### config.mk
export PLATFORM = sky130hd
export DESIGN_NAME = access_control
export DESIGN_NICKNAME = d
export VERILOG_FILES = /design/src/common/ac_pkg.sv /design/src/hdl/run_control.sv /design/src/out_path/out_fifo.sv /design/src/out_path/out_stream_master.sv /design/src/hdl/access_control.sv
export SDC_FILE = /design/constraint.sdc
export NUM_CORES = 1
export LEC_CHECK = 0
export ABC_AREA = 1
export BUFFER_PORTS_ARGS = -buffer_cell sky130_fd_sc_hd__buf_2
export CORE_MARGIN = 2
export CORE_UTILIZATION = 65
export DETAILED_ROUTE_END_ITERATION = 10
export GPL_ROUTABILITY_DRIVEN = 0
export GPL_TIMING_DRIVEN = 0
export PLACE_DENSITY = 0.85
export SYNTH_ARGS = -nofsm -noshare
export SYNTH_HDL_FRONTEND = slang
export SYNTH_SLANG_ARGS = --single-unit
### constraint.sdc
create_clock -name clk -period 25.3 [get_ports clk]
set_input_delay 1.265 -clock clk [delete_from_list [all_inputs] [get_ports clk]]
set_output_delay 1.265 -clock clk [all_outputs]
set_load 0.02 [all_outputs]
### src/common/ac_pkg.sv
package ac_pkg;

	// Pixel and beat geometry
	localparam int PIX_W        = 24;
	localparam int PIX_PER_BEAT = 4;
	localparam int BEAT_W       = PIX_W * PIX_PER_BEAT;

	// Destination image size
	localparam int DST_ROW_PIX   = 16;
	localparam int BEATS_PER_ROW = DST_ROW_PIX / PIX_PER_BEAT;
	localparam int DST_ROWS      = 4;

	// Output buffer
	localparam int FIFO_DEPTH = 8;
	localparam int FIFO_AW    = $clog2(FIFO_DEPTH);

	// Config register file write port
	localparam int CRF_DATA_W = 32;

	// One beat holds PIX_PER_BEAT RGB pixels, pixel 0 in the low bits
	typedef logic [BEAT_W-1:0] beat_t;

	typedef logic [CRF_DATA_W-1:0] crf_data_t;

	// Beat position inside a destination row
	typedef logic [$clog2(BEATS_PER_ROW)-1:0] row_beat_t;

	// Must reach DST_ROWS without wrapping
	typedef logic [$clog2(DST_ROWS+1)-1:0] line_cnt_t;

	// Top bit is the wrap flag used to tell full from empty
	typedef logic [FIFO_AW:0] fifo_ptr_t;

endpackage

### src/hdl/run_control.sv
`timescale 1ns/1ps

module run_control (
	input  logic              clk,
	input  logic              rst_n,
	input  logic              upstart,
	input  logic              upend,
	input  logic              final_tvalid,
	input  logic              final_tready,
	input  logic              final_tlast,
	output logic              processing,
	output logic              time_window,
	output logic              frame_done,
	output logic              upsp_reset,
	output logic              crf_wrt,
	output ac_pkg::crf_data_t crf_wdata
);

	import ac_pkg::*;

	line_cnt_t line_cnt;
	logic      line_done;
	logic      last_line;
	logic      start_cond;
	logic      stop_cond;
	logic      wr_clear_start;
	logic      wr_set_end;

	// One output line leaves the final stream on every tlast handshake
	assign line_done = final_tvalid & final_tready & final_tlast;
	assign last_line = (line_cnt == line_cnt_t'(DST_ROWS - 1));
	assign frame_done = line_done & last_line;

	// Host has requested a run and the previous one is fully closed
	assign start_cond = upstart & ~upend & ~processing;
	// Host has acknowledged the end of the run
	assign stop_cond = ~upstart & upend & processing;

	// Status write rules, first match wins
	assign wr_clear_start = processing & frame_done & upstart;
	assign wr_set_end     = processing & ~upstart & ~upend;

	always_ff @(posedge clk or negedge rst_n) begin
		if (!rst_n) begin
			line_cnt <= '0;
		end else if (frame_done) begin
			line_cnt <= '0;
		end else if (line_done) begin
			line_cnt <= line_cnt + line_cnt_t'(1);
		end
	end

	always_ff @(posedge clk or negedge rst_n) begin
		if (!rst_n) begin
			processing <= 1'b0;
		end else if (start_cond) begin
			processing <= 1'b1;
		end else if (stop_cond) begin
			processing <= 1'b0;
		end
	end

	// Up-sampler may only write between start and the last output line
	always_ff @(posedge clk or negedge rst_n) begin
		if (!rst_n) begin
			time_window <= 1'b0;
		end else if (start_cond) begin
			time_window <= 1'b1;
		end else if (wr_clear_start) begin
			time_window <= 1'b0;
		end
	end

	// Up-sampler restarts one cycle after the frame completes
	always_ff @(posedge clk or negedge rst_n) begin
		if (!rst_n) begin
			upsp_reset <= 1'b0;
		end else begin
			upsp_reset <= frame_done;
		end
	end

	always_ff @(posedge clk or negedge rst_n) begin
		if (!rst_n) begin
			crf_wrt <= 1'b0;
		end else begin
			crf_wrt <= wr_clear_start | wr_set_end;
		end
	end

	// bit 0 is UPSTART, bit 1 is UPEND
	always_ff @(posedge clk) begin
		if (wr_clear_start) begin
			crf_wdata <= {{(CRF_DATA_W-2){1'b0}}, upend, 1'b0};
		end else if (wr_set_end) begin
			crf_wdata <= {{(CRF_DATA_W-2){1'b0}}, 1'b1, 1'b0};
		end
	end

	// Final stream can only complete a frame while a run and its window are open
	assert property (@(posedge clk) disable iff (!rst_n)
		frame_done |-> processing && time_window);

endmodule

### src/out_path/out_fifo.sv
`timescale 1ns/1ps

module out_fifo (
	input  logic          clk,
	input  logic          rst_n,
	input  logic          flush,
	input  logic          wr_en,
	input  logic          pop,
	input  ac_pkg::beat_t wdata,
	output logic          full,
	output logic          empty,
	output ac_pkg::beat_t rdata
);

	import ac_pkg::*;

	beat_t     mem [FIFO_DEPTH];
	fifo_ptr_t wr_ptr;
	fifo_ptr_t rd_ptr;

	// Same slot with different wrap bits means the buffer is full
	assign empty = (wr_ptr == rd_ptr);
	assign full  = (wr_ptr[FIFO_AW] != rd_ptr[FIFO_AW]) &&
		(wr_ptr[FIFO_AW-1:0] == rd_ptr[FIFO_AW-1:0]);

	always_ff @(posedge clk or negedge rst_n) begin
		if (!rst_n) begin
			wr_ptr <= '0;
		end else if (flush) begin
			wr_ptr <= '0;
		end else if (wr_en) begin
			wr_ptr <= wr_ptr + fifo_ptr_t'(1);
		end
	end

	always_ff @(posedge clk or negedge rst_n) begin
		if (!rst_n) begin
			rd_ptr <= '0;
		end else if (flush) begin
			rd_ptr <= '0;
		end else if (pop) begin
			rd_ptr <= rd_ptr + fifo_ptr_t'(1);
		end
	end

	// Storage
	always_ff @(posedge clk) begin
		if (wr_en) begin
			mem[wr_ptr[FIFO_AW-1:0]] <= wdata;
		end
	end

	// Popped beat shows up on the next cycle and holds until the next pop
	always_ff @(posedge clk) begin
		if (pop) begin
			rdata <= mem[rd_ptr[FIFO_AW-1:0]];
		end
	end

	// Writer must respect wready
	assert property (@(posedge clk) disable iff (!rst_n)
		wr_en |-> !full);

	// Reader must check empty before popping
	assert property (@(posedge clk) disable iff (!rst_n)
		pop |-> !empty);

endmodule

### src/out_path/out_stream_master.sv
`timescale 1ns/1ps

module out_stream_master (
	input  logic          clk,
	input  logic          rst_n,
	input  logic          time_window,
	input  logic          frame_done,
	input  logic          fifo_empty,
	input  logic          m_axis_tready,
	input  ac_pkg::beat_t fifo_rdata,
	output logic          fifo_pop,
	output logic          m_axis_tvalid,
	output logic          m_axis_tlast,
	output ac_pkg::beat_t m_axis_tdata
);

	import ac_pkg::*;

	row_beat_t row_beat;
	logic      last_of_row;
	logic      out_free;

	// Output register can take a new beat this cycle
	assign out_free = ~m_axis_tvalid | m_axis_tready;

	// Only drain the buffer while the run window is open
	assign fifo_pop = ~fifo_empty & time_window & out_free;

	assign last_of_row = (row_beat == row_beat_t'(BEATS_PER_ROW - 1));

	// Count popped beats within the current destination row
	always_ff @(posedge clk or negedge rst_n) begin
		if (!rst_n) begin
			row_beat <= '0;
		end else if (frame_done) begin
			row_beat <= '0;
		end else if (fifo_pop) begin
			if (last_of_row) begin
				row_beat <= '0;
			end else begin
				row_beat <= row_beat + row_beat_t'(1);
			end
		end
	end

	// valid/last move together with the FIFO read register
	always_ff @(posedge clk or negedge rst_n) begin
		if (!rst_n) begin
			m_axis_tvalid <= 1'b0;
			m_axis_tlast  <= 1'b0;
		end else if (out_free) begin
			m_axis_tvalid <= fifo_pop;
			m_axis_tlast  <= fifo_pop & last_of_row;
		end
	end

	// DDR expects the pixels of a beat in reverse order
	always_comb begin
		for (int i = 0; i < PIX_PER_BEAT; i++) begin
			m_axis_tdata[i*PIX_W +: PIX_W] = fifo_rdata[(PIX_PER_BEAT-1-i)*PIX_W +: PIX_W];
		end
	end

	// Beat held under back-pressure, tdata comes straight from the FIFO read port
	assert property (@(posedge clk) disable iff (!rst_n)
		m_axis_tvalid && !m_axis_tready |=>
			m_axis_tvalid && $stable(m_axis_tdata) && $stable(m_axis_tlast));

endmodule

### src/hdl/access_control.sv
`timescale 1ns/1ps

module access_control (
	input  logic              clk,
	input  logic              rst_n,
	input  logic              upstart,
	input  logic              upend,
	input  logic              upsp_wvalid,
	input  logic              m_axis_tready,
	input  logic              final_tvalid,
	input  logic              final_tready,
	input  logic              final_tlast,
	input  ac_pkg::beat_t     upsp_wdata,
	output logic              processing,
	output logic              crf_wrt,
	output logic              upsp_wready,
	output logic              upsp_reset,
	output logic              m_axis_tvalid,
	output logic              m_axis_tlast,
	output ac_pkg::crf_data_t crf_wdata,
	output ac_pkg::beat_t     m_axis_tdata
);

	import ac_pkg::*;

	logic  time_window;
	logic  frame_done;
	logic  fifo_wr_en;
	logic  fifo_pop;
	logic  fifo_full;
	logic  fifo_empty;
	beat_t fifo_rdata;

	assign upsp_wready = ~fifo_full;

	// Beats offered outside the window are dropped
	assign fifo_wr_en = upsp_wvalid & upsp_wready & time_window;

	run_control u_run_control (
		.clk          (clk),
		.rst_n        (rst_n),
		.upstart      (upstart),
		.upend        (upend),
		.final_tvalid (final_tvalid),
		.final_tready (final_tready),
		.final_tlast  (final_tlast),
		.processing   (processing),
		.time_window  (time_window),
		.frame_done   (frame_done),
		.upsp_reset   (upsp_reset),
		.crf_wrt      (crf_wrt),
		.crf_wdata    (crf_wdata)
	);

	// Leftover beats are discarded at the end of a frame
	out_fifo u_out_fifo (
		.clk   (clk),
		.rst_n (rst_n),
		.flush (frame_done),
		.wr_en (fifo_wr_en),
		.pop   (fifo_pop),
		.wdata (upsp_wdata),
		.full  (fifo_full),
		.empty (fifo_empty),
		.rdata (fifo_rdata)
	);

	out_stream_master u_out_stream_master (
		.clk           (clk),
		.rst_n         (rst_n),
		.time_window   (time_window),
		.frame_done    (frame_done),
		.fifo_empty    (fifo_empty),
		.m_axis_tready (m_axis_tready),
		.fifo_rdata    (fifo_rdata),
		.fifo_pop      (fifo_pop),
		.m_axis_tvalid (m_axis_tvalid),
		.m_axis_tlast  (m_axis_tlast),
		.m_axis_tdata  (m_axis_tdata)
	);

endmodule

==> results.md, run 1 <==
### Clocking
* **Hold Buf Count CTS** 0
* **clock tree from TritonCTS** built
* **Reg clk slew, reported paths** 60 ps
* **Sink Count** 884
* **number of buffers created by CTS** 82
* **latest clock arrival within the worst-skew pair** 640 ps
* **number of setup buffers added after CTS** 0
* **count of H-tree levels built during CTS** 3
* **maximum count of clock buffers along a single path** 3
* **clock tree root buffer cell** clkbuf_16
* **Post-CTS Resized** 0

### Setup path
* **kind of start point of the critical path** flop
* **Critical R2R Capture** u_out_fifo.mem[0][54]$_DFFE_PP_
* **maximum fanout along the worst path** 12
* **Register-to-Register Path Depth** 12
* **slack of the worst reg-to-reg path** 21,730 ps
* **capturing element type of the critical path** flop
* **required time at the worst-slack endpoint** 25,630 ps
* **Critical R2R Launch** u_out_fifo.rd_ptr[0]$_DFFE_PN0P_
* **Worst path max stage delay** 840 ps
* **highest-delay cell along the critical path** nor3_2
* **data arrival time of the worst path** 3900 ps
* **class of the most critical setup path** flop to flop
* **cell breakdown of the critical path** inv_2 -> buf_4 -> nand2_1 -> nand2_1 -> nand4_1 -> nand3_2 -> buf_6 -> nor3_2 -> buf_6 -> buf_6 -> buf_4 -> buf_6
* **most frequent CP cell** buf_6

### Logic synthesis
* **number of instances in the synthesized netlist** 2,540
* **share of Yosys cell area claimed by the top area cell type** 76.38%
* **main flop type after synthesis** edfxtp_1
* **list of most frequent post-synthesis cells** 865 x edfxtp_1, 494 x nor2_1, 333 x nand2_1, 284 x o21ai_0, 103 x o21ai_1
* **number of warnings reported in the yosys synthesis log** 0
* **cell types occupying the most area after synthesis** edfxtp_1 76%, nor2_1 5.5%, o21ai_0 4.2%
* **distinct cell type count after synthesis** 29
* **most repeated cell in the gate-level netlist after synthesis** edfxtp_1
* **cell type contributing the most total cell area after synthesis** edfxtp_1
* **count of flip-flops with a built-in enable after synthesis** 865
* **sequential area share after synthesis** 77.78%
* **Async SR Flop Fraction** 2.149%
* **post-synth design cell area** 34,010 um2
* **flops & latches, synth** 884
* **synthesized area per cell** 13.39 um2

### Timing
* **maximum clock frequency** 280.2 MHz
* **total count of max-transition violations in the final report** 0
* **setup violators final** 0
* **Max-Slew Margin vs Limit** 23.93%
* **RSZ-0062 raised after global routing** no
* **worst hold slack** 497.7 ps
* **total count of hold-check failures in the final report** 0
* **summed negative setup slack over all endpoints** 0 ps
* **time the worst path needs with I/O delays and setup** 3569 ps
* **setup ws final** 21,730 ps
* **Fin Clk Skew** 15.68 ps
* **portion of the clock cycle consumed by the worst path in the final layout** 14.11%
* **measured slew at the worst slew-check pin** 1141 ps

### Final layout
* **final core occ** 77.12%
* **storage element area** 26,450 um2
* **fill count** 2,773
* **layout cells sized above 1** 17.44%
* **Layout Nets** 3,037
* **Area growth syn-to-layout** 16.81%
* **multi-input logic area** 6561 um2

### Run
* **total of max-cap violations** 0

### Detailed routing
* **post-detailed-route count of antenna-violating nets** 0
* **Routed WL** 89.15 mm
* **per-cell via count in the routed design** 6.290
* **post-detailed-route wirelength per cell** 24.19 um
* **number of search-and-repair iterations in the first detailed-routing pass** 6
* **total number of vias** 23.19k
* **Initial DRC Count** 3,439
* **DRC** 0

### Worst hold path
* **class of the worst hold path** flop to flop
* **worst hold stages** 2
* **HP Start** u_out_stream_master.m_axis_tlast$_DFFE_PN0N_
* **Hold Path End** u_out_stream_master.m_axis_tlast$_DFFE_PN0N_

### Die
* **Cell Rows** 83
* **area of the core region** 51,510 um2
* **die footprint** 54,170 um2
* **overall die width** 232.7 um
* **top-level I/O count** 239
* **vertical extent of the die** 232.7 um
* **Initial Utilization** 66.02%

### Pwr
* **maximum vdd drop** 0.06780 mV
* **part of the power in combinational logic** 33.2%
* **pwr/cell area** 125.2 nW/um2
* **power consumption** 4.972 mW
* **Pint** 3.173 mW
* **net switching power** 1.799 mW
* **Switching Share** 36.17%
* **part of the power in the clock network** 25.9%
* **portion of total power attributed to sequential cells** 40.8%
* **static leakage power** 14.29 nW

### Place
* **post-DP HPWL** 54.79 mm
* **quantity of I/O buffers inserted on ports** 207
* **pre-CTS worst setup slack** 21,590 ps

### Global routing
* **initial antenna violation count** 14
* **overall global routing resource usage** 33.12%
* **Overflow after GRT** 0
* **global-route wire length before repair** 132.4 mm
* **number of global-route vias before repair** 22.97k
* **pin count of the biggest net entering global routing** 54

### Status
* **run status** completed

-- area by class of cell --
class / instances / share of cell area (%)
flip-flops and latches: 884 / 66.58
clock buffers: 105 / 5.757
clock inverters: 44 / 1.326
repair buffers: 274 / 4.683
diodes: 13 / 0.08189
multi-input cells: 1478 / 16.52
well taps: 680 / 2.142
inverters: 22 / 0.2142
plain buffers: 186 / 2.696
-- per-stage QoR --
step,area [um2],std cells
final,39730,3686
after global routing,39710,3681
after CTS,39690,3673
after detailed placement,36880,3524
after global placement,36010,3457
after floorplan,34120,2570
-- cell usage in the layout, fill, tap and decap left out, drive strengths merged --
master	synthesis	layout
a31oi	96	96
and3	1	1
bufinv	0	12
buf	122	396
a21oi	98	98
xnor2	2	2
inv	21	21
xor2	2	2
nand2	334	334
diode	0	13
conb	1	31
clkbuf	64	169
clkinvlp	0	5
dfrtp	19	19
and2	1	1
clkinv	1	28
nand4	1	1
o21ai	387	387
nor3	8	8
nand3	19	19
edfxtp	865	865
nor2	494	494
ha	4	4
-- flip-flops by register name (all words and copies together) (netlist names), 2 cells and up --
| name | flops |
|---|---|
| u_out_fifo.wr_ptr | 4 |
| u_out_stream_master.row_beat | 2 |
| u_out_fifo.rdata | 96 |
| u_out_fifo.rd_ptr | 4 |
| u_run_control.line_cnt | 3 |
| u_out_fifo.mem | 768 |
-- critical path, delay by kind of cell, from the launching register on --
family	cells	cell delay (ps)
flip-flops	1	420
AND/OR/NAND/NOR	5	1310
buffers and inverters	7	1490
-- how the worst max path moves through the flow --
stage	cells past startpoint	from	endpoint	slack, ps
5_1_grt	12	u_out_fifo.rd_ptr[0]$_DFFE_PN0P_	u_out_fifo.mem[0][54]$_DFFE_PP_	21660
4_1_cts	12	u_out_fifo.rd_ptr[0]$_DFFE_PN0P_	u_out_fifo.mem[0][54]$_DFFE_PP_	21780
2_1_floorplan	3	upsp_wvalid	u_out_fifo.mem[2][0]$_DFFE_PP_	16620
3_3_place_gp	4	upsp_wvalid	u_out_fifo.mem[4][54]$_DFFE_PP_	11140
6_report	12	u_out_fifo.rd_ptr[0]$_DFFE_PN0P_	u_out_fifo.mem[0][54]$_DFFE_PP_	21730
3_5_place_dp	8	upsp_wvalid	u_out_fifo.mem[0][53]$_DFFE_PP_	21590
-- per-layer routing --
metal	global-route usage, %	wire, um	vias up	share of wire (%)
met5	0	62	-	0.070
met4	16.38	3880	10	4.4
met3	7.255	10770	308	12
met2	54.81	44280	1897	50
met1	41.82	30150	11090	34
li1	-	-	9880	-
-- kinds of logic after synthesis --
group	share of synthesized area, %
flops	77.78
xor+xnor	0.1030
fa+ha+maj	0.1472
compound gates	8.904
simple gates	9.665
buf+inv	3.392
other cells	0.01103
-- power by group through the flow --
stage               clock [mW]  sequential, mW  combinational [mW]
detailed placement           0            2.05                1.58
CTS                       1.29            2.03                1.62
global route              1.35            2.05                1.77
finish                    1.29            2.03                1.65
floorplan                    0            2.19               0.845
global placement             0            2.12                1.45
(Power assumes the default switching activity.)
==> run 2, diff against run 1 <==
--- a/config.mk
+++ b/config.mk
@@ -5,14 +5,14 @@
 export SDC_FILE = /design/constraint.sdc
 export NUM_CORES = 1
 export LEC_CHECK = 0
-export ABC_AREA = 1
+export ABC_AREA = 0
 export BUFFER_PORTS_ARGS = -buffer_cell sky130_fd_sc_hd__buf_2
 export CORE_MARGIN = 2
-export CORE_UTILIZATION = 65
+export CORE_UTILIZATION = 60
 export DETAILED_ROUTE_END_ITERATION = 10
 export GPL_ROUTABILITY_DRIVEN = 0
 export GPL_TIMING_DRIVEN = 0
-export PLACE_DENSITY = 0.85
+export PLACE_DENSITY = 0.79
 export SYNTH_ARGS = -nofsm -noshare
 export SYNTH_HDL_FRONTEND = slang
 export SYNTH_SLANG_ARGS = --single-unit
==> constraint.sdc (replaced) <==
create_clock -name clk -period 3.3 [get_ports clk]
set_input_delay 0.165 -clock clk [delete_from_list [all_inputs] [get_ports clk]]
set_output_delay 0.165 -clock clk [all_outputs]
set_load 0.02 [all_outputs]
==> run 2 against run 1 <==
  * Worst hold slack got worse by 460 ps
  * Total power increased to 7.2 times the previous value
  * Clock-buffer cell count decreased by 2
  * Sequential share of layout area decreased by 0.20 points
  * Non-clock buffer count decreased by 15
  * Maximum frequency increased by 15%
  * Combinational power increased to 6.4 times the previous value
  * Critical path type unchanged
  * Critical endpoint is now u_out_fifo.mem[1][53]$_DFFE_PP_
  * Largest cell class unchanged
==> results.md, run 2 <==
### Clocking
* **Sink Count** 884, unchanged
* **latest clock arrival within the worst-skew pair** 610 ps, was 640 ps
* **clock tree root buffer cell** clkbuf_16, unchanged
* **count of H-tree levels built during CTS** 3, unchanged
* **number of buffers created by CTS** 86, was 82
* **clock tree from TritonCTS** built, unchanged
* **Reg clk slew, reported paths** 60 ps, about the same
* **maximum count of clock buffers along a single path** 3, unchanged
* **Post-CTS Resized** 0, unchanged

### Pwr
* **pwr/cell area** 894.5 nW/um2, was 125.2 nW/um2
* **maximum vdd drop** 0.6381 mV, was 0.06780 mV
* **static leakage power** 13.43 nW, was 14.29 nW
* **part of the power in combinational logic** 29.6%, was 33.2%
* **portion of total power attributed to sequential cells** 43.7%, was 40.8%
* **Pint** 25.21 mW, was 3.173 mW
* **net switching power** 10.44 mW, was 1.799 mW
* **Switching Share** 29.29%, was 36.17%
* **part of the power in the clock network** 26.7%, was 25.9%
* **power consumption** 35.65 mW, was 4.972 mW

### Detailed routing
* **DRC** 0, unchanged
* **total number of vias** 15.61k, was 23.19k
* **post-detailed-route count of antenna-violating nets** 0, unchanged
* **Routed WL** 69.66 mm, was 89.15 mm
* **post-detailed-route wirelength per cell** 26.92 um, was 24.19 um
* **per-cell via count in the routed design** 6.031, was 6.290
* **Initial DRC Count** 1,494, was 3,439
* **number of search-and-repair iterations in the first detailed-routing pass** 7, was 6

### Timing
* **portion of the clock cycle consumed by the worst path in the final layout** 94.37%, was 14.11%
* **time the worst path needs with I/O delays and setup** 3114 ps, was 3569 ps
* **setup ws final** 185.7 ps, was 21,730 ps
* **total count of max-transition violations in the final report** 0, unchanged
* **summed negative setup slack over all endpoints** 0 ps, unchanged
* **RSZ-0062 raised after global routing** no, unchanged
* **total count of hold-check failures in the final report** 0, unchanged
* **Max-Slew Margin vs Limit** 41.30%, was 23.93%
* **maximum clock frequency** 321.1 MHz, was 280.2 MHz
* **setup violators final** 0, unchanged
* **Fin Clk Skew** 10.66 ps, was 15.68 ps
* **measured slew at the worst slew-check pin** 880.5 ps, was 1141 ps

### Logic synthesis
* **number of instances in the synthesized netlist** 1,349, was 2,540
* **synthesized area per cell** 24.43 um2, was 13.39 um2
* **count of flip-flops with a built-in enable after synthesis** 865, unchanged
* **sequential area share after synthesis** 80.27%, was 77.78%
* **Async SR Flop Fraction** 2.149%, unchanged
* **number of warnings reported in the yosys synthesis log** 0, unchanged
* **flops & latches, synth** 884, unchanged
* **share of Yosys cell area claimed by the top area cell type** 78.82%, was 76.38%
* **distinct cell type count after synthesis** 43, was 29
* **most repeated cell in the gate-level netlist after synthesis** edfxtp_1, unchanged
* **cell types occupying the most area after synthesis** edfxtp_1 79%, mux4_2 13%, mux2_2 3.3%, was edfxtp_1 76%, nor2_1 5.5%, o21ai_0 4.2%
* **cell type contributing the most total cell area after synthesis** edfxtp_1, unchanged
* **post-synth design cell area** 32,950 um2, was 34,010 um2
* **list of most frequent post-synthesis cells** 865 x edfxtp_1, 192 x mux4_2, 96 x mux2_2, 39 x buf_4, 21 x buf_2, was 865 x edfxtp_1, 494 x nor2_1, 333 x nand2_1, 284 x o21ai_0, 103 x o21ai_1
* **main flop type after synthesis** edfxtp_1, unchanged

### Global routing
* **number of global-route vias before repair** 16.57k, was 22.97k
* **overall global routing resource usage** 25.15%, was 33.12%
* **initial antenna violation count** 5, was 14
* **global-route wire length before repair** 103.0 mm, was 132.4 mm
* **pin count of the biggest net entering global routing** 52, was 54
* **Overflow after GRT** 0, unchanged

### Setup path
* **class of the most critical setup path** flop to flop, unchanged
* **slack of the worst reg-to-reg path** 190 ps, was 21,730 ps
* **capturing element type of the critical path** flop, unchanged
* **kind of start point of the critical path** flop, unchanged
* **Register-to-Register Path Depth** 9, was 12
* **required time at the worst-slack endpoint** 3610 ps, was 25,630 ps
* **maximum fanout along the worst path** 22, was 12
* **Critical R2R Launch** u_out_fifo.rd_ptr[2]$_DFFE_PN0P_, was u_out_fifo.rd_ptr[0]$_DFFE_PN0P_
* **Critical R2R Capture** u_out_fifo.mem[1][53]$_DFFE_PP_, was u_out_fifo.mem[0][54]$_DFFE_PP_
* **data arrival time of the worst path** 3420 ps, was 3900 ps

### Die
* **area of the core region** 54,030 um2, was 51,510 um2
* **top-level I/O count** 239, unchanged
* **Cell Rows** 85, was 83
* **vertical extent of the die** 238.4 um, was 232.7 um
* **die footprint** 56,810 um2, was 54,170 um2
* **Initial Utilization** 60.99%, was 66.02%
* **overall die width** 238.4 um, was 232.7 um

### Place
* **pre-CTS worst setup slack** 30.92 ps, was 21,590 ps
* **quantity of I/O buffers inserted on ports** 207, unchanged
* **post-DP HPWL** 41.44 mm, was 54.79 mm
* **placed cells** 2,325, was 3,524

### Final layout
* **final core occ** 73.75%, was 77.12%
* **max FFs per register** 768, unchanged
* **commonest non-fill, non-tap cells in the layout** 865 x edfxtp_1, 226 x buf_2, 192 x mux4_2, 103 x dlygate4sd3_1, 96 x mux2_2, was 865 x edfxtp_1, 492 x nor2_1, 333 x nand2_1, 284 x o21ai_0, 250 x buf_2
* **Layout Nets** 1,931, was 3,037
* **Area growth syn-to-layout** 20.92%, was 16.81%
* **most common cell after layout, fill and taps aside** edfxtp_1, unchanged
* **Finished Layout Cells** 2,588, was 3,686
* **layout cells sized above 1** 39.14%, was 17.44%

### Status
* **run status** completed, unchanged

### Run
* **total of max-cap violations** 0, unchanged

### Worst hold path
* **class of the worst hold path** input port to async pin, was flop to flop

==> run 2: changes by cell type after synthesis, moves of 11 or more <==
cell / before / now
nor2_1: 494 / 11
nand2_1: 333 / 12
o21ai_0: 284 / 2
mux4_2: 0 / 192
o21ai_1: 103 / 1
mux2_2: 0 / 96
a31oi_1: 96 / 1
a21oi_1: 98 / 6
clkbuf_1: 64 / 18
buf_2: 43 / 21
buf_6: 17 / 1
inv_1: 19 / 5
nand3_1: 16 / 5
==> run 2: metal layers <==
metal | vias up | track usage [%] | part of all wire, %
li1 | 6599 | - | -
met1 | 8177 | 34.52 | 40
met2 | 701 | 41.43 | 50
met3 | 126 | 4.801 | 7.6
met4 | 4 | 8.523 | 2.8
met5 | - | 0 | 0.039
==> run 2: per-stage QoR <==
step,hold slack [ps],instance area (um2)
floorplan,-130.6,33160
global placement,115.7,35060
detailed placement,124.0,36070
CTS,3.970,39820
global route,67.29,39840
finish,38.02,39850
==> run 2: how the worst max path moves through the flow <==
stage | start | end | slack, ps | depth (start not counted)
2_1_floorplan | u_out_fifo.wr_ptr[0]$_DFFE_PN0P_ | u_out_fifo.mem[5][0]$_DFFE_PP_ | -820 | 5
4_1_cts | u_out_fifo.rd_ptr[2]$_DFFE_PN0P_ | u_out_fifo.mem[0][71]$_DFFE_PP_ | 40 | 9
6_report | u_out_fifo.rd_ptr[2]$_DFFE_PN0P_ | u_out_fifo.mem[1][53]$_DFFE_PP_ | 190 | 9
5_1_grt | u_out_fifo.rd_ptr[2]$_DFFE_PN0P_ | u_out_fifo.mem[3][71]$_DFFE_PP_ | 60 | 9
3_3_place_gp | u_out_fifo.rd_ptr[2]$_DFFE_PN0P_ | u_out_fifo.mem[1][55]$_DFFE_PP_ | -3580 | 5
3_5_place_dp | u_out_fifo.rd_ptr[2]$_DFFE_PN0P_ | u_out_fifo.mem[0][55]$_DFFE_PP_ | 30 | 9
==> run 2: critical path, stage by stage (launching register included) <==
cell and delay [ps]:
dfrtp_1 370, buf_4 300, xnor2_1 190, a41oi_4 390, nand2_4 170, nor2_4 480, buf_16 250, buf_12 210
buf_12 210, buf_12 220
==> run 2: power groups by stage <==
stage / registers [mW] / logic (mW) / clock network, mW
after floorplan: 16.5 / 5.97 / 0
after global placement: 15.9 / 9.57 / 0
after detailed placement: 15.8 / 10.5 / 0
after CTS: 15.6 / 10.7 / 9.67
after global routing: 15.7 / 11.2 / 10.1
final: 15.6 / 10.6 / 9.53
==> run 2: logic make-up after synthesis <==
| logic type | Yosys count | share of synthesized area (%) |
|---|---|---|
| DFF | 884 | 80.27 |
| buffers and inverters | 96 | 1.640 |
| other | 1 | 0.01138 |
| xor gates and xnor gates | 8 | 0.2354 |
| AOI/OAI and AO/OA | 20 | 0.5203 |
| muxes | 291 | 16.49 |
| adders and majority gates | 4 | 0.1519 |
| and+or+nand+nor | 45 | 0.6796 |
==> run 2: layout make-up <==
cell class	instances	area, um2
repair buffers	355	3065
inverters	6	22.52
fillers	2926	14180
diodes	4	10.01
clock inverters	51	444.2
plain buffers	90	530.5
clock buffers	103	2280
multi-input cells	399	6173
well taps	696	870.8
flip-flops and latches	884	26450
==> run 2: repair_timing <==
action | 4_1_cts | 5_1_grt
buffers inserted | 0 | 2
endpoints found under the hold margin | 795 | 0
endpoints found under the setup margin | 6 | 11
pin swaps | 1 | 1
hold buffers | 103 | 0
